==> config.mk <==
export PLATFORM = sky130hd
export DESIGN_NAME = i8008_cpu
export DESIGN_NICKNAME = d
export VERILOG_FILES = /design/src/hw/i8008_pkg.sv /design/src/hw/i8008_scratchpad.sv /design/src/hw/i8008_alu.sv /design/src/hw/i8008_bus_unit.sv /design/src/hw/i8008_control.sv /design/src/hw/i8008_cpu.sv
export SDC_FILE = /design/constraint.sdc
export NUM_CORES = 1
export LEC_CHECK = 0
export BUFFER_PORTS_ARGS = -buffer_cell sky130_fd_sc_hd__buf_4
export CORE_MARGIN = 3
export CORE_UTILIZATION = 40
export CTS_BUF_LIST = sky130_fd_sc_hd__clkbuf_4
export DETAILED_ROUTE_END_ITERATION = 8
export PLACE_DENSITY = 0.61
export SLEW_MARGIN = 20
export SYNTH_ARGS = -nofsm -noshare
export SYNTH_HDL_FRONTEND = slang
export SYNTH_SLANG_ARGS = --single-unit
export TNS_END_PERCENT = 50
==> constraint.sdc <==
create_clock -name clk -period 5.9 [get_ports clk]
set_input_delay 0.885 -clock clk [delete_from_list [all_inputs] [get_ports clk]]
set_output_delay 0.885 -clock clk [all_outputs]
set_load 0.01 [all_outputs]
==> src/hw/i8008_pkg.sv <==
`default_nettype none

package i8008_pkg;

  // datapath widths
  localparam int word_w  = 8;
  localparam int addr_w  = 14;
  localparam int state_w = 3;
  localparam int sel_w   = 3;

  // 8008 state output encodings
  localparam logic [2:0] st_t1      = 3'b010;
  localparam logic [2:0] st_t2      = 3'b100;
  localparam logic [2:0] st_wait    = 3'b000;
  localparam logic [2:0] st_t3      = 3'b001;
  localparam logic [2:0] st_stopped = 3'b011;
  localparam logic [2:0] st_t4      = 3'b111;
  localparam logic [2:0] st_t5      = 3'b101;

  // cycle type sent in the top bits of the high address byte
  localparam logic [1:0] cyc_pci = 2'b00;
  localparam logic [1:0] cyc_pcr = 2'b10;

  // fetch cycle or operand cycle
  localparam logic mc_first  = 1'b0;
  localparam logic mc_second = 1'b1;

  // ALU group, straight from instruction bits 5:3
  localparam logic [2:0] alu_add = 3'd0;
  localparam logic [2:0] alu_adc = 3'd1;
  localparam logic [2:0] alu_sub = 3'd2;
  localparam logic [2:0] alu_sbb = 3'd3;
  localparam logic [2:0] alu_and = 3'd4;
  localparam logic [2:0] alu_xor = 3'd5;
  localparam logic [2:0] alu_or  = 3'd6;
  localparam logic [2:0] alu_cmp = 3'd7;

  // arithmetic group, rotates match instruction bits 5:3
  localparam logic [2:0] ar_rlc = 3'd0;
  localparam logic [2:0] ar_rrc = 3'd1;
  localparam logic [2:0] ar_ral = 3'd2;
  localparam logic [2:0] ar_rar = 3'd3;
  localparam logic [2:0] ar_inc = 3'd4;
  localparam logic [2:0] ar_dec = 3'd5;

  // scratchpad indices
  localparam logic [2:0] reg_a    = 3'd0;
  localparam logic [2:0] reg_m    = 3'd7;
  localparam int         num_regs = 7;

  // positions in the 4-bit flag word
  localparam int flag_c = 0;
  localparam int flag_z = 1;
  localparam int flag_s = 2;
  localparam int flag_p = 3;

  // internal bus sources
  localparam logic [2:0] src_none    = 3'd0;
  localparam logic [2:0] src_pc_low  = 3'd1;
  localparam logic [2:0] src_pc_high = 3'd2;
  localparam logic [2:0] src_reg     = 3'd3;
  localparam logic [2:0] src_alu     = 3'd4;
  localparam logic [2:0] src_temp_b  = 3'd5;
  localparam logic [2:0] src_din     = 3'd6;

  // instruction byte, register view and operation view
  typedef union packed {
    struct packed {
      logic [1:0] cls;
      logic [2:0] ddd;
      logic [2:0] sss;
    } r;
    struct packed {
      logic [1:0] cls;
      logic [2:0] op;
      logic [2:0] form;
    } o;
  } instr_u;

endpackage

`default_nettype wire

==> src/hw/i8008_scratchpad.sv <==
`default_nettype none

module i8008_scratchpad (
  input  logic                          clk,
  input  logic                          rst,
  input  logic [i8008_pkg::word_w-1:0]  bus_data,
  input  logic [i8008_pkg::sel_w-1:0]   rf_sel,
  input  logic                          rf_we,
  output logic [i8008_pkg::word_w-1:0]  rf_data,
  output logic [i8008_pkg::word_w-1:0]  acc
);

  // A, B, C, D, E, H, L
  logic [i8008_pkg::word_w-1:0] regs [i8008_pkg::num_regs];
  logic [i8008_pkg::sel_w-1:0]  rd_sel;

  // M has no storage here, reads fall back to A
  assign rd_sel = (rf_sel == i8008_pkg::reg_m) ? i8008_pkg::reg_a : rf_sel;

  always_comb begin
    rf_data = regs[rd_sel];
  end

  // accumulator tap for the ALU
  assign acc = regs[i8008_pkg::reg_a];

  always_ff @(posedge clk) begin
    if (rst) begin
      for (int i = 0; i < i8008_pkg::num_regs; i++) begin
        regs[i] <= '0;
      end
    end else if (rf_we && rf_sel != i8008_pkg::reg_m) begin
      regs[rf_sel] <= bus_data;
    end
  end

endmodule

`default_nettype wire

==> src/hw/i8008_alu.sv <==
`default_nettype none

module i8008_alu (
  input  logic                          clk,
  input  logic                          rst,
  input  logic [i8008_pkg::word_w-1:0]  bus_data,
  input  logic [i8008_pkg::word_w-1:0]  acc,
  input  logic                          a_load_acc,
  input  logic                          a_we,
  input  logic                          b_we,
  input  logic                          alu_arith,
  input  logic [2:0]                    alu_op,
  input  logic                          flag_we,
  output logic [i8008_pkg::word_w-1:0]  alu_data,
  output logic [i8008_pkg::word_w-1:0]  temp_b
);

  logic [i8008_pkg::word_w-1:0] temp_a;
  logic [3:0]                   flags;
  logic [3:0]                   flags_next;
  logic [i8008_pkg::word_w:0]   wide;
  logic [i8008_pkg::word_w-1:0] zsp_src;
  logic                         carry;
  logic                         is_cmp;
  logic                         keep_zsp;

  always_comb begin
    wide     = '0;
    alu_data = temp_a;
    carry    = flags[i8008_pkg::flag_c];
    is_cmp   = 1'b0;
    keep_zsp = 1'b0;
    if (alu_arith) begin
      keep_zsp = 1'b1;
      case (alu_op)
        i8008_pkg::ar_inc: begin
          alu_data = temp_a + 8'd1;
          keep_zsp = 1'b0;
        end
        i8008_pkg::ar_dec: begin
          alu_data = temp_a - 8'd1;
          keep_zsp = 1'b0;
        end
        i8008_pkg::ar_rlc: {carry, alu_data} = {temp_a[7], temp_a[6:0], temp_a[7]};
        i8008_pkg::ar_rrc: {carry, alu_data} = {temp_a[0], temp_a[0], temp_a[7:1]};
        // rotate through carry
        i8008_pkg::ar_ral: {carry, alu_data} = {temp_a, flags[i8008_pkg::flag_c]};
        i8008_pkg::ar_rar: {alu_data, carry} = {flags[i8008_pkg::flag_c], temp_a};
        default: ;
      endcase
    end else begin
      case (alu_op)
        i8008_pkg::alu_add: wide = {1'b0, temp_a} + {1'b0, temp_b};
        i8008_pkg::alu_adc: wide = {1'b0, temp_a} + {1'b0, temp_b} +
                                   {8'd0, flags[i8008_pkg::flag_c]};
        i8008_pkg::alu_sub: wide = {1'b0, temp_a} - {1'b0, temp_b};
        i8008_pkg::alu_sbb: wide = {1'b0, temp_a} - {1'b0, temp_b} -
                                   {8'd0, flags[i8008_pkg::flag_c]};
        i8008_pkg::alu_and: wide = {1'b0, temp_a & temp_b};
        i8008_pkg::alu_xor: wide = {1'b0, temp_a ^ temp_b};
        i8008_pkg::alu_or:  wide = {1'b0, temp_a | temp_b};
        default: begin
          // compare, A stays, flags come from A - B
          wide   = {1'b0, temp_a} - {1'b0, temp_b};
          is_cmp = 1'b1;
        end
      endcase
      carry    = wide[8];
      alu_data = is_cmp ? temp_a : wide[7:0];
    end
  end

  assign zsp_src = is_cmp ? wide[7:0] : alu_data;

  always_comb begin
    flags_next = flags;
    flags_next[i8008_pkg::flag_c] = carry;
    if (!keep_zsp) begin
      flags_next[i8008_pkg::flag_z] = ~|zsp_src;
      flags_next[i8008_pkg::flag_s] = zsp_src[7];
      // even parity sets P
      flags_next[i8008_pkg::flag_p] = ~^zsp_src;
    end
  end

  always_ff @(posedge clk) begin
    if (rst) begin
      temp_a <= '0;
      temp_b <= '0;
      flags  <= '0;
    end else begin
      if (a_load_acc) begin
        temp_a <= acc;
      end else if (a_we) begin
        temp_a <= bus_data;
      end
      if (b_we) begin
        temp_b <= bus_data;
      end
      if (flag_we) begin
        flags <= flags_next;
      end
    end
  end

endmodule

`default_nettype wire

==> src/hw/i8008_bus_unit.sv <==
`default_nettype none

module i8008_bus_unit (
  input  logic                          clk,
  input  logic                          rst,
  input  logic                          ready,
  input  logic [i8008_pkg::word_w-1:0]  d_in,
  input  logic [i8008_pkg::word_w-1:0]  rf_data,
  input  logic [i8008_pkg::word_w-1:0]  alu_data,
  input  logic [i8008_pkg::word_w-1:0]  temp_b,
  input  logic [2:0]                    bus_src,
  input  logic                          pc_inc,
  input  logic [1:0]                    cycle_type,
  output logic [i8008_pkg::word_w-1:0]  bus_data,
  output logic                          ready_sync
);

  logic                         ready_meta;
  logic [i8008_pkg::addr_w-1:0] pc;

  // two-flop READY synchronizer
  always_ff @(posedge clk) begin
    if (rst) begin
      ready_meta <= 1'b0;
      ready_sync <= 1'b0;
    end else begin
      ready_meta <= ready;
      ready_sync <= ready_meta;
    end
  end

  // bumped at the end of T2, after both address bytes went out
  always_ff @(posedge clk) begin
    if (rst) begin
      pc <= '0;
    end else if (pc_inc) begin
      pc <= pc + 14'd1;
    end
  end

  always_comb begin
    case (bus_src)
      i8008_pkg::src_pc_low:  bus_data = pc[7:0];
      // cycle type rides in bits 7:6
      i8008_pkg::src_pc_high: bus_data = {cycle_type, pc[i8008_pkg::addr_w-1:8]};
      i8008_pkg::src_reg:     bus_data = rf_data;
      i8008_pkg::src_alu:     bus_data = alu_data;
      i8008_pkg::src_temp_b:  bus_data = temp_b;
      i8008_pkg::src_din:     bus_data = d_in;
      default:                bus_data = '0;
    endcase
  end

endmodule

`default_nettype wire

==> src/hw/i8008_control.sv <==
`default_nettype none

module i8008_control (
  input  logic                            clk,
  input  logic                            rst,
  input  logic [i8008_pkg::word_w-1:0]    bus_data,
  input  logic                            ready_sync,
  output logic [i8008_pkg::state_w-1:0]   state,
  output logic [2:0]                      bus_src,
  output logic                            pc_inc,
  output logic [1:0]                      cycle_type,
  output logic [i8008_pkg::sel_w-1:0]     rf_sel,
  output logic                            rf_we,
  output logic                            a_load_acc,
  output logic                            a_we,
  output logic                            b_we,
  output logic                            alu_arith,
  output logic [2:0]                      alu_op,
  output logic                            flag_we
);

  i8008_pkg::instr_u                ir;
  i8008_pkg::instr_u                fetched;
  logic                             cycle;
  logic                             next_cycle;
  logic [i8008_pkg::state_w-1:0]    next_state;
  logic                             dec_move;
  logic                             dec_ldi;
  logic                             dec_alu_reg;
  logic                             dec_alu_imm;
  logic                             dec_inc;
  logic                             dec_dec;
  logic                             dec_rot;

  function automatic logic is_hlt(i8008_pkg::instr_u i);
    return (i == 8'h00) || (i == 8'h01) || (i == 8'hff);
  endfunction

  // LrI and the ALU immediate forms need an operand cycle
  function automatic logic is_imm(i8008_pkg::instr_u i);
    return (i.o.cls == 2'b00) && ((i.o.form == 3'b100) || (i.o.form == 3'b110));
  endfunction

  // byte arriving at T3 is decoded before it reaches ir
  assign fetched = bus_data;

  assign dec_move    = (ir.r.cls == 2'b11) && !is_hlt(ir);
  assign dec_alu_reg = ir.o.cls == 2'b10;
  assign dec_alu_imm = (ir.o.cls == 2'b00) && (ir.o.form == 3'b100);
  assign dec_ldi     = (ir.r.cls == 2'b00) && (ir.r.sss == 3'b110);
  assign dec_inc     = (ir.r.cls == 2'b00) && (ir.r.sss == 3'b000) &&
                       (ir.r.ddd != i8008_pkg::reg_a);
  assign dec_dec     = (ir.r.cls == 2'b00) && (ir.r.sss == 3'b001) &&
                       (ir.r.ddd != i8008_pkg::reg_a);
  assign dec_rot     = (ir.o.cls == 2'b00) && (ir.o.form == 3'b010) && !ir.o.op[2];

  assign cycle_type = (cycle == i8008_pkg::mc_second) ? i8008_pkg::cyc_pcr
                                                      : i8008_pkg::cyc_pci;

  // state sequencing
  always_comb begin
    next_state = i8008_pkg::st_t1;
    next_cycle = i8008_pkg::mc_first;
    case (state)
      i8008_pkg::st_t1: begin
        next_state = i8008_pkg::st_t2;
        next_cycle = cycle;
      end
      i8008_pkg::st_t2, i8008_pkg::st_wait: begin
        next_state = ready_sync ? i8008_pkg::st_t3 : i8008_pkg::st_wait;
        next_cycle = cycle;
      end
      i8008_pkg::st_t3: begin
        if (cycle == i8008_pkg::mc_second) begin
          next_state = i8008_pkg::st_t4;
          next_cycle = cycle;
        end else if (is_hlt(fetched)) begin
          next_state = i8008_pkg::st_stopped;
        end else if (is_imm(fetched)) begin
          next_cycle = i8008_pkg::mc_second;
        end else begin
          next_state = i8008_pkg::st_t4;
        end
      end
      i8008_pkg::st_t4: begin
        next_state = i8008_pkg::st_t5;
        next_cycle = cycle;
      end
      // only reset leaves STOPPED
      i8008_pkg::st_stopped: begin
        next_state = i8008_pkg::st_stopped;
        next_cycle = cycle;
      end
      default: ;
    endcase
  end

  // per-state strobes
  always_comb begin
    bus_src    = i8008_pkg::src_none;
    pc_inc     = 1'b0;
    rf_sel     = i8008_pkg::reg_a;
    rf_we      = 1'b0;
    a_load_acc = 1'b0;
    a_we       = 1'b0;
    b_we       = 1'b0;
    alu_arith  = 1'b0;
    alu_op     = ir.o.op;
    flag_we    = 1'b0;
    case (state)
      i8008_pkg::st_t1: bus_src = i8008_pkg::src_pc_low;
      i8008_pkg::st_t2: begin
        bus_src = i8008_pkg::src_pc_high;
        pc_inc  = 1'b1;
      end
      i8008_pkg::st_t3: begin
        bus_src = i8008_pkg::src_din;
        b_we    = cycle == i8008_pkg::mc_second;
      end
      i8008_pkg::st_t4: begin
        if (cycle == i8008_pkg::mc_first && (dec_move || dec_alu_reg)) begin
          bus_src = i8008_pkg::src_reg;
          rf_sel  = ir.r.sss;
          b_we    = 1'b1;
        end
        if (cycle == i8008_pkg::mc_first && (dec_inc || dec_dec)) begin
          bus_src = i8008_pkg::src_reg;
          rf_sel  = ir.r.ddd;
          a_we    = 1'b1;
        end
        a_load_acc = (cycle == i8008_pkg::mc_first) ? (dec_alu_reg || dec_rot) : dec_alu_imm;
      end
      i8008_pkg::st_t5: begin
        if (dec_move || dec_ldi) begin
          bus_src = i8008_pkg::src_temp_b;
          rf_sel  = ir.r.ddd;
          rf_we   = 1'b1;
        end else if (dec_alu_reg || dec_alu_imm || dec_rot) begin
          bus_src   = i8008_pkg::src_alu;
          rf_we     = 1'b1;
          flag_we   = 1'b1;
          alu_arith = dec_rot;
        end else if (dec_inc || dec_dec) begin
          bus_src   = i8008_pkg::src_alu;
          rf_sel    = ir.r.ddd;
          rf_we     = 1'b1;
          flag_we   = 1'b1;
          alu_arith = 1'b1;
          alu_op    = dec_dec ? i8008_pkg::ar_dec : i8008_pkg::ar_inc;
        end
      end
      default: ;
    endcase
  end

  always_ff @(posedge clk) begin
    if (rst) begin
      state <= i8008_pkg::st_t1;
      cycle <= i8008_pkg::mc_first;
      ir    <= '0;
    end else begin
      state <= next_state;
      cycle <= next_cycle;
      if (state == i8008_pkg::st_t3 && cycle == i8008_pkg::mc_first) begin
        ir <= fetched;
      end
    end
  end

endmodule

`default_nettype wire

==> src/hw/i8008_cpu.sv <==
`default_nettype none

module i8008_cpu (
  input  logic                            clk,
  input  logic                            rst,
  input  logic [i8008_pkg::word_w-1:0]    d_in,
  input  logic                            ready,
  output logic [i8008_pkg::word_w-1:0]    d_out,
  output logic [i8008_pkg::state_w-1:0]   state
);

  logic                          ready_sync;
  logic [2:0]                    bus_src;
  logic                          pc_inc;
  logic [1:0]                    cycle_type;
  logic [i8008_pkg::sel_w-1:0]   rf_sel;
  logic                          rf_we;
  logic [i8008_pkg::word_w-1:0]  rf_data;
  logic [i8008_pkg::word_w-1:0]  acc;
  logic                          a_load_acc;
  logic                          a_we;
  logic                          b_we;
  logic                          alu_arith;
  logic [2:0]                    alu_op;
  logic                          flag_we;
  logic [i8008_pkg::word_w-1:0]  alu_data;
  logic [i8008_pkg::word_w-1:0]  temp_b;

  i8008_control u_control (
    .clk, .rst,
    .bus_data (d_out),
    .ready_sync,
    .state,
    .bus_src, .pc_inc, .cycle_type,
    .rf_sel, .rf_we,
    .a_load_acc, .a_we, .b_we, .alu_arith, .alu_op, .flag_we
  );

  i8008_scratchpad u_scratchpad (
    .clk, .rst,
    .bus_data (d_out),
    .rf_sel, .rf_we,
    .rf_data, .acc
  );

  i8008_alu u_alu (
    .clk, .rst,
    .bus_data (d_out),
    .acc,
    .a_load_acc, .a_we, .b_we, .alu_arith, .alu_op, .flag_we,
    .alu_data, .temp_b
  );

  // the internal bus is the data output pin
  i8008_bus_unit u_bus_unit (
    .clk, .rst,
    .ready, .d_in, .rf_data, .alu_data, .temp_b,
    .bus_src, .pc_inc, .cycle_type,
    .bus_data (d_out),
    .ready_sync
  );

endmodule

`default_nettype wire

==> run_results.csv <==
group,metric,value,unit
die,core_area,19650,µm²
clock_tree,cts.hold.buffers_added,0,
placed_design,gp_congestion,0.9707,
drt,route.detailed.drc,0,
clock_tree,cts_buffer_depth,2,
critical_path,worstSetupStartpoint,"u_control.ir[1]",
yosys,ys_types,96,
clock_tree,path_clk_slew,0.19,ns
cells_and_area,final_cell_mix,"nor2_1, nand2_1, a21oi_1, dfxtp_1, edfxtp_1",
timing,setup_viol,0,
critical_path,cp.required,5.02,ns
critical_path,critical_path_class,"reg -> out",
die,die_h,148.1,µm
yosys,synthCells,981,
drt,viasPerCell,6.446,
yosys,syn_area_per_cell,8.228,µm²
drt,wl_per_cell,23.64,µm
die,rows,51,
cells_and_area,nNetsFinal,1020,
cells_and_area,drive_above_1_share,0.1096,
die,die_w,148.1,µm
timing,tightestPinTransition,1.066,ns
cells_and_area,num-fill-cells,2081,
timing,hold_viol_final,0,
clock_tree,clk_latency,0.49,ns
drt,routed_wl,29.36,mm
timing,fin_crit_sh,0.9619,
power,total_power,0.001247,W
power,irDropWorstVdd,0.0001668,V
drt,drt_iter0_markers,979,
power,p_leak,3.026,nW
drt,first_pass_iters,6,
clock_tree,cts_buffers,9,
critical_path,startpoint_type,"flip-flop",
timing,final_max_slew_viol_count,0,
timing,relSlewSlack,0.2895,
power,powerDensity,145.2,nW/µm²
die,die_area,21920,µm²
hold_path,holdCritPathClass,"reg -> reg",
clock_tree,cts_resized,0,
yosys,ys_async_sr_fraction,0,
clock_tree,tritoncts,"yes",
yosys,syn_nets,1030,
critical_path,r2r_start,"u_control.ir[1]",
yosys,synth_area,8071,µm²
timing,fmax,176.2,MHz
yosys,synth-edff-count,48,
yosys,synth_warnings,0,
outcome,outcome,"complete, no violations",
placed_design,io_buffers,21,
grt,first_global_vias,7457,
drt,dr_total_vias,8006,
yosys,ys.flop_type,"dfxtp_1",
grt,antenna_found_initial,1,
clock_tree,cts_sinks,101,
die,initial_core_util,0.4107,
critical_path,critical_path_arrival,4.79,ns
clock_tree,htreeDepth,3,
yosys,synth-seq-area-share,0.3100,
run,maxCapViolations,0,
critical_path,cp-end-kind,"primary output",
yosys,ys_ff_latch,101,
grt,grt_max_degree,52,
clock_tree,cts_setup_buffers,0,
cells_and_area,area_growth_syn_to_layout,6.387,%
critical_path,critPathMaxFanout,11,
timing,skew,0.02320,ns
grt,grt_overflow,0,
grt,grt_pass1_wl,44.90,mm
timing,fin_crit,5.675,ns
die,io_pins,22,
cells_and_area,layout_commonest_cell,"nor2_1",
hold_path,worstHoldStart,"u_scratchpad.regs[6][2]",
drt,antenna_left,0,
placed_design,hpwl,21.62,mm
grt,grtUsageTotal,0.2620,
timing,finalSetupTns,0,ns
timing,rsz0062_at_grt,"false",
clock_tree,cts_root_buf,"clkbuf_4",
[metrics by stage]
stage                 util  area (µm²)  hold slack (ns)  worst slack [ns]  instances
floorplan                -        8071           0.4138             1.320        981
global placement    0.4281        8414           0.4159             1.026       1225
detailed placement  0.4284        8419           0.4482            0.9163       1225
CTS                 0.4362        8573           0.4708            0.3594       1241
global route        0.4369        8587           0.5070           0.01733       1242
finish              0.4369        8587           0.4745            0.2247       1242
[worst paths after layout]
path | endpoint | slack, ns | cells past startpoint
setup reg to reg | u_scratchpad.regs[6][6] | 1.03 | 16
hold reg to reg | u_scratchpad.regs[6][2] | 0.47 | 2
setup / recovery | d_out[6] | 0.22 | 15
hold / removal | u_scratchpad.regs[6][2] | 0.47 | 2
[metal layers]
| layer | GRT usage | vias to the layer above | wire, µm | part of all wire |
|---|---|---|---|---|
| li1 | - | 3642 | - | - |
| met1 | 0.3717 | 3862 | 12800 | 0.44 |
| met2 | 0.4101 | 426 | 13200 | 0.45 |
| met3 | 0.02925 | 76 | 2274 | 0.077 |
| met4 | 0.1030 | 0 | 1094 | 0.037 |
| met5 | 0 | - | 0 | 0 |
[registers in the layout (all words and copies together), names as in the netlist]
register / cells
u_bus_unit.ready_meta: 1
u_alu.temp_b: 8
u_control.state: 3
u_bus_unit.ready_sync: 1
u_bus_unit.pc: 14
u_control.ir: 8
u_alu.flags: 1
u_control.cycle: 1
u_alu.temp_a: 8
u_scratchpad.regs: 56
[synthesized netlist by cell type (all sizes together), types with 4 or more instances]
master   instances  area share
and3            14       0.011
o21bai           4      0.0037
nand4           11      0.0085
o21a             8      0.0074
inv             49       0.023
a21o             7      0.0065
nor2           126       0.060
a221o            5      0.0062
or3              6      0.0053
o2111ai          4      0.0043
nor2b           14       0.011
xor2            20       0.022
o32a             6      0.0074
a221oi          11       0.013
a31oi           13       0.010
o221ai           5      0.0076
xnor2           16       0.017
and2            11      0.0085
o31a             5      0.0054
nand3b           5      0.0047
o211ai          13       0.013
o21ai           54       0.036
a22oi           15       0.014
nor3            37       0.025
mux2i           11       0.014
nor4             7      0.0099
o311ai           6      0.0084
a311oi           4      0.0043
a21oi           58       0.039
buf             33       0.027
a211oi          29       0.027
nand3           25       0.016
o31ai            8      0.0074
clkbuf          35       0.016
edfxtp          48        0.18
a32oi            4      0.0067
ha              35       0.054
a211o            8      0.0087
nand2b           8      0.0062
or4              6      0.0056
o211a            5      0.0062
nand2           77       0.036
or2              8      0.0062
dfxtp           53        0.13
o22ai           11      0.0085
[critical path, stage by stage, from the launching register on]
cell and delay, ns:
dfxtp_1 0.48, or4_1 0.83, nor4_1 0.41, or2_2 0.36
inv_1 0.11, fa_1 0.47, nor2b_1 0.17, o31a_1 0.16
o21a_1 0.14, nor3_1 0.05, o31ai_1 0.35, o21ai_0 0.30
o311ai_2 0.17, nor2_1 0.12, inv_1 0.07, buf_4 0.11
[power breakdown]
part,switching [W],internal (W)
Sequential,0.0000116,0.000747
Clock,0.000287,0.000106
Combinational,0.0000661,0.0000291
Total,0.000364,0.000882
[cell type report]
cell class	instances	area, µm²	area share
Antenna cell	1	2.502	0.0002914
Clock inverter	7	86.33	0.01005
Inverter	50	187.7	0.02186
Multi-Input combinational cell	762	5056	0.5888
Clock buffer	9	67.56	0.007868
Sequential cell	101	2502	0.2914
Timing Repair Buffer	47	352.8	0.04109
Tap cell	265	331.6	0.03861
[cells by family after synthesis]
logic type | count (synthesis) | synth area share
buf+inv | 118 | 0.06650
mux | 12 | 0.01504
xor+xnor | 36 | 0.03906
flops | 101 | 0.3100
fa+ha+maj | 38 | 0.06170
compound gates | 309 | 0.2817
simple gates | 367 | 0.2260
Note: power is estimated with default switching activity, not from simulation.
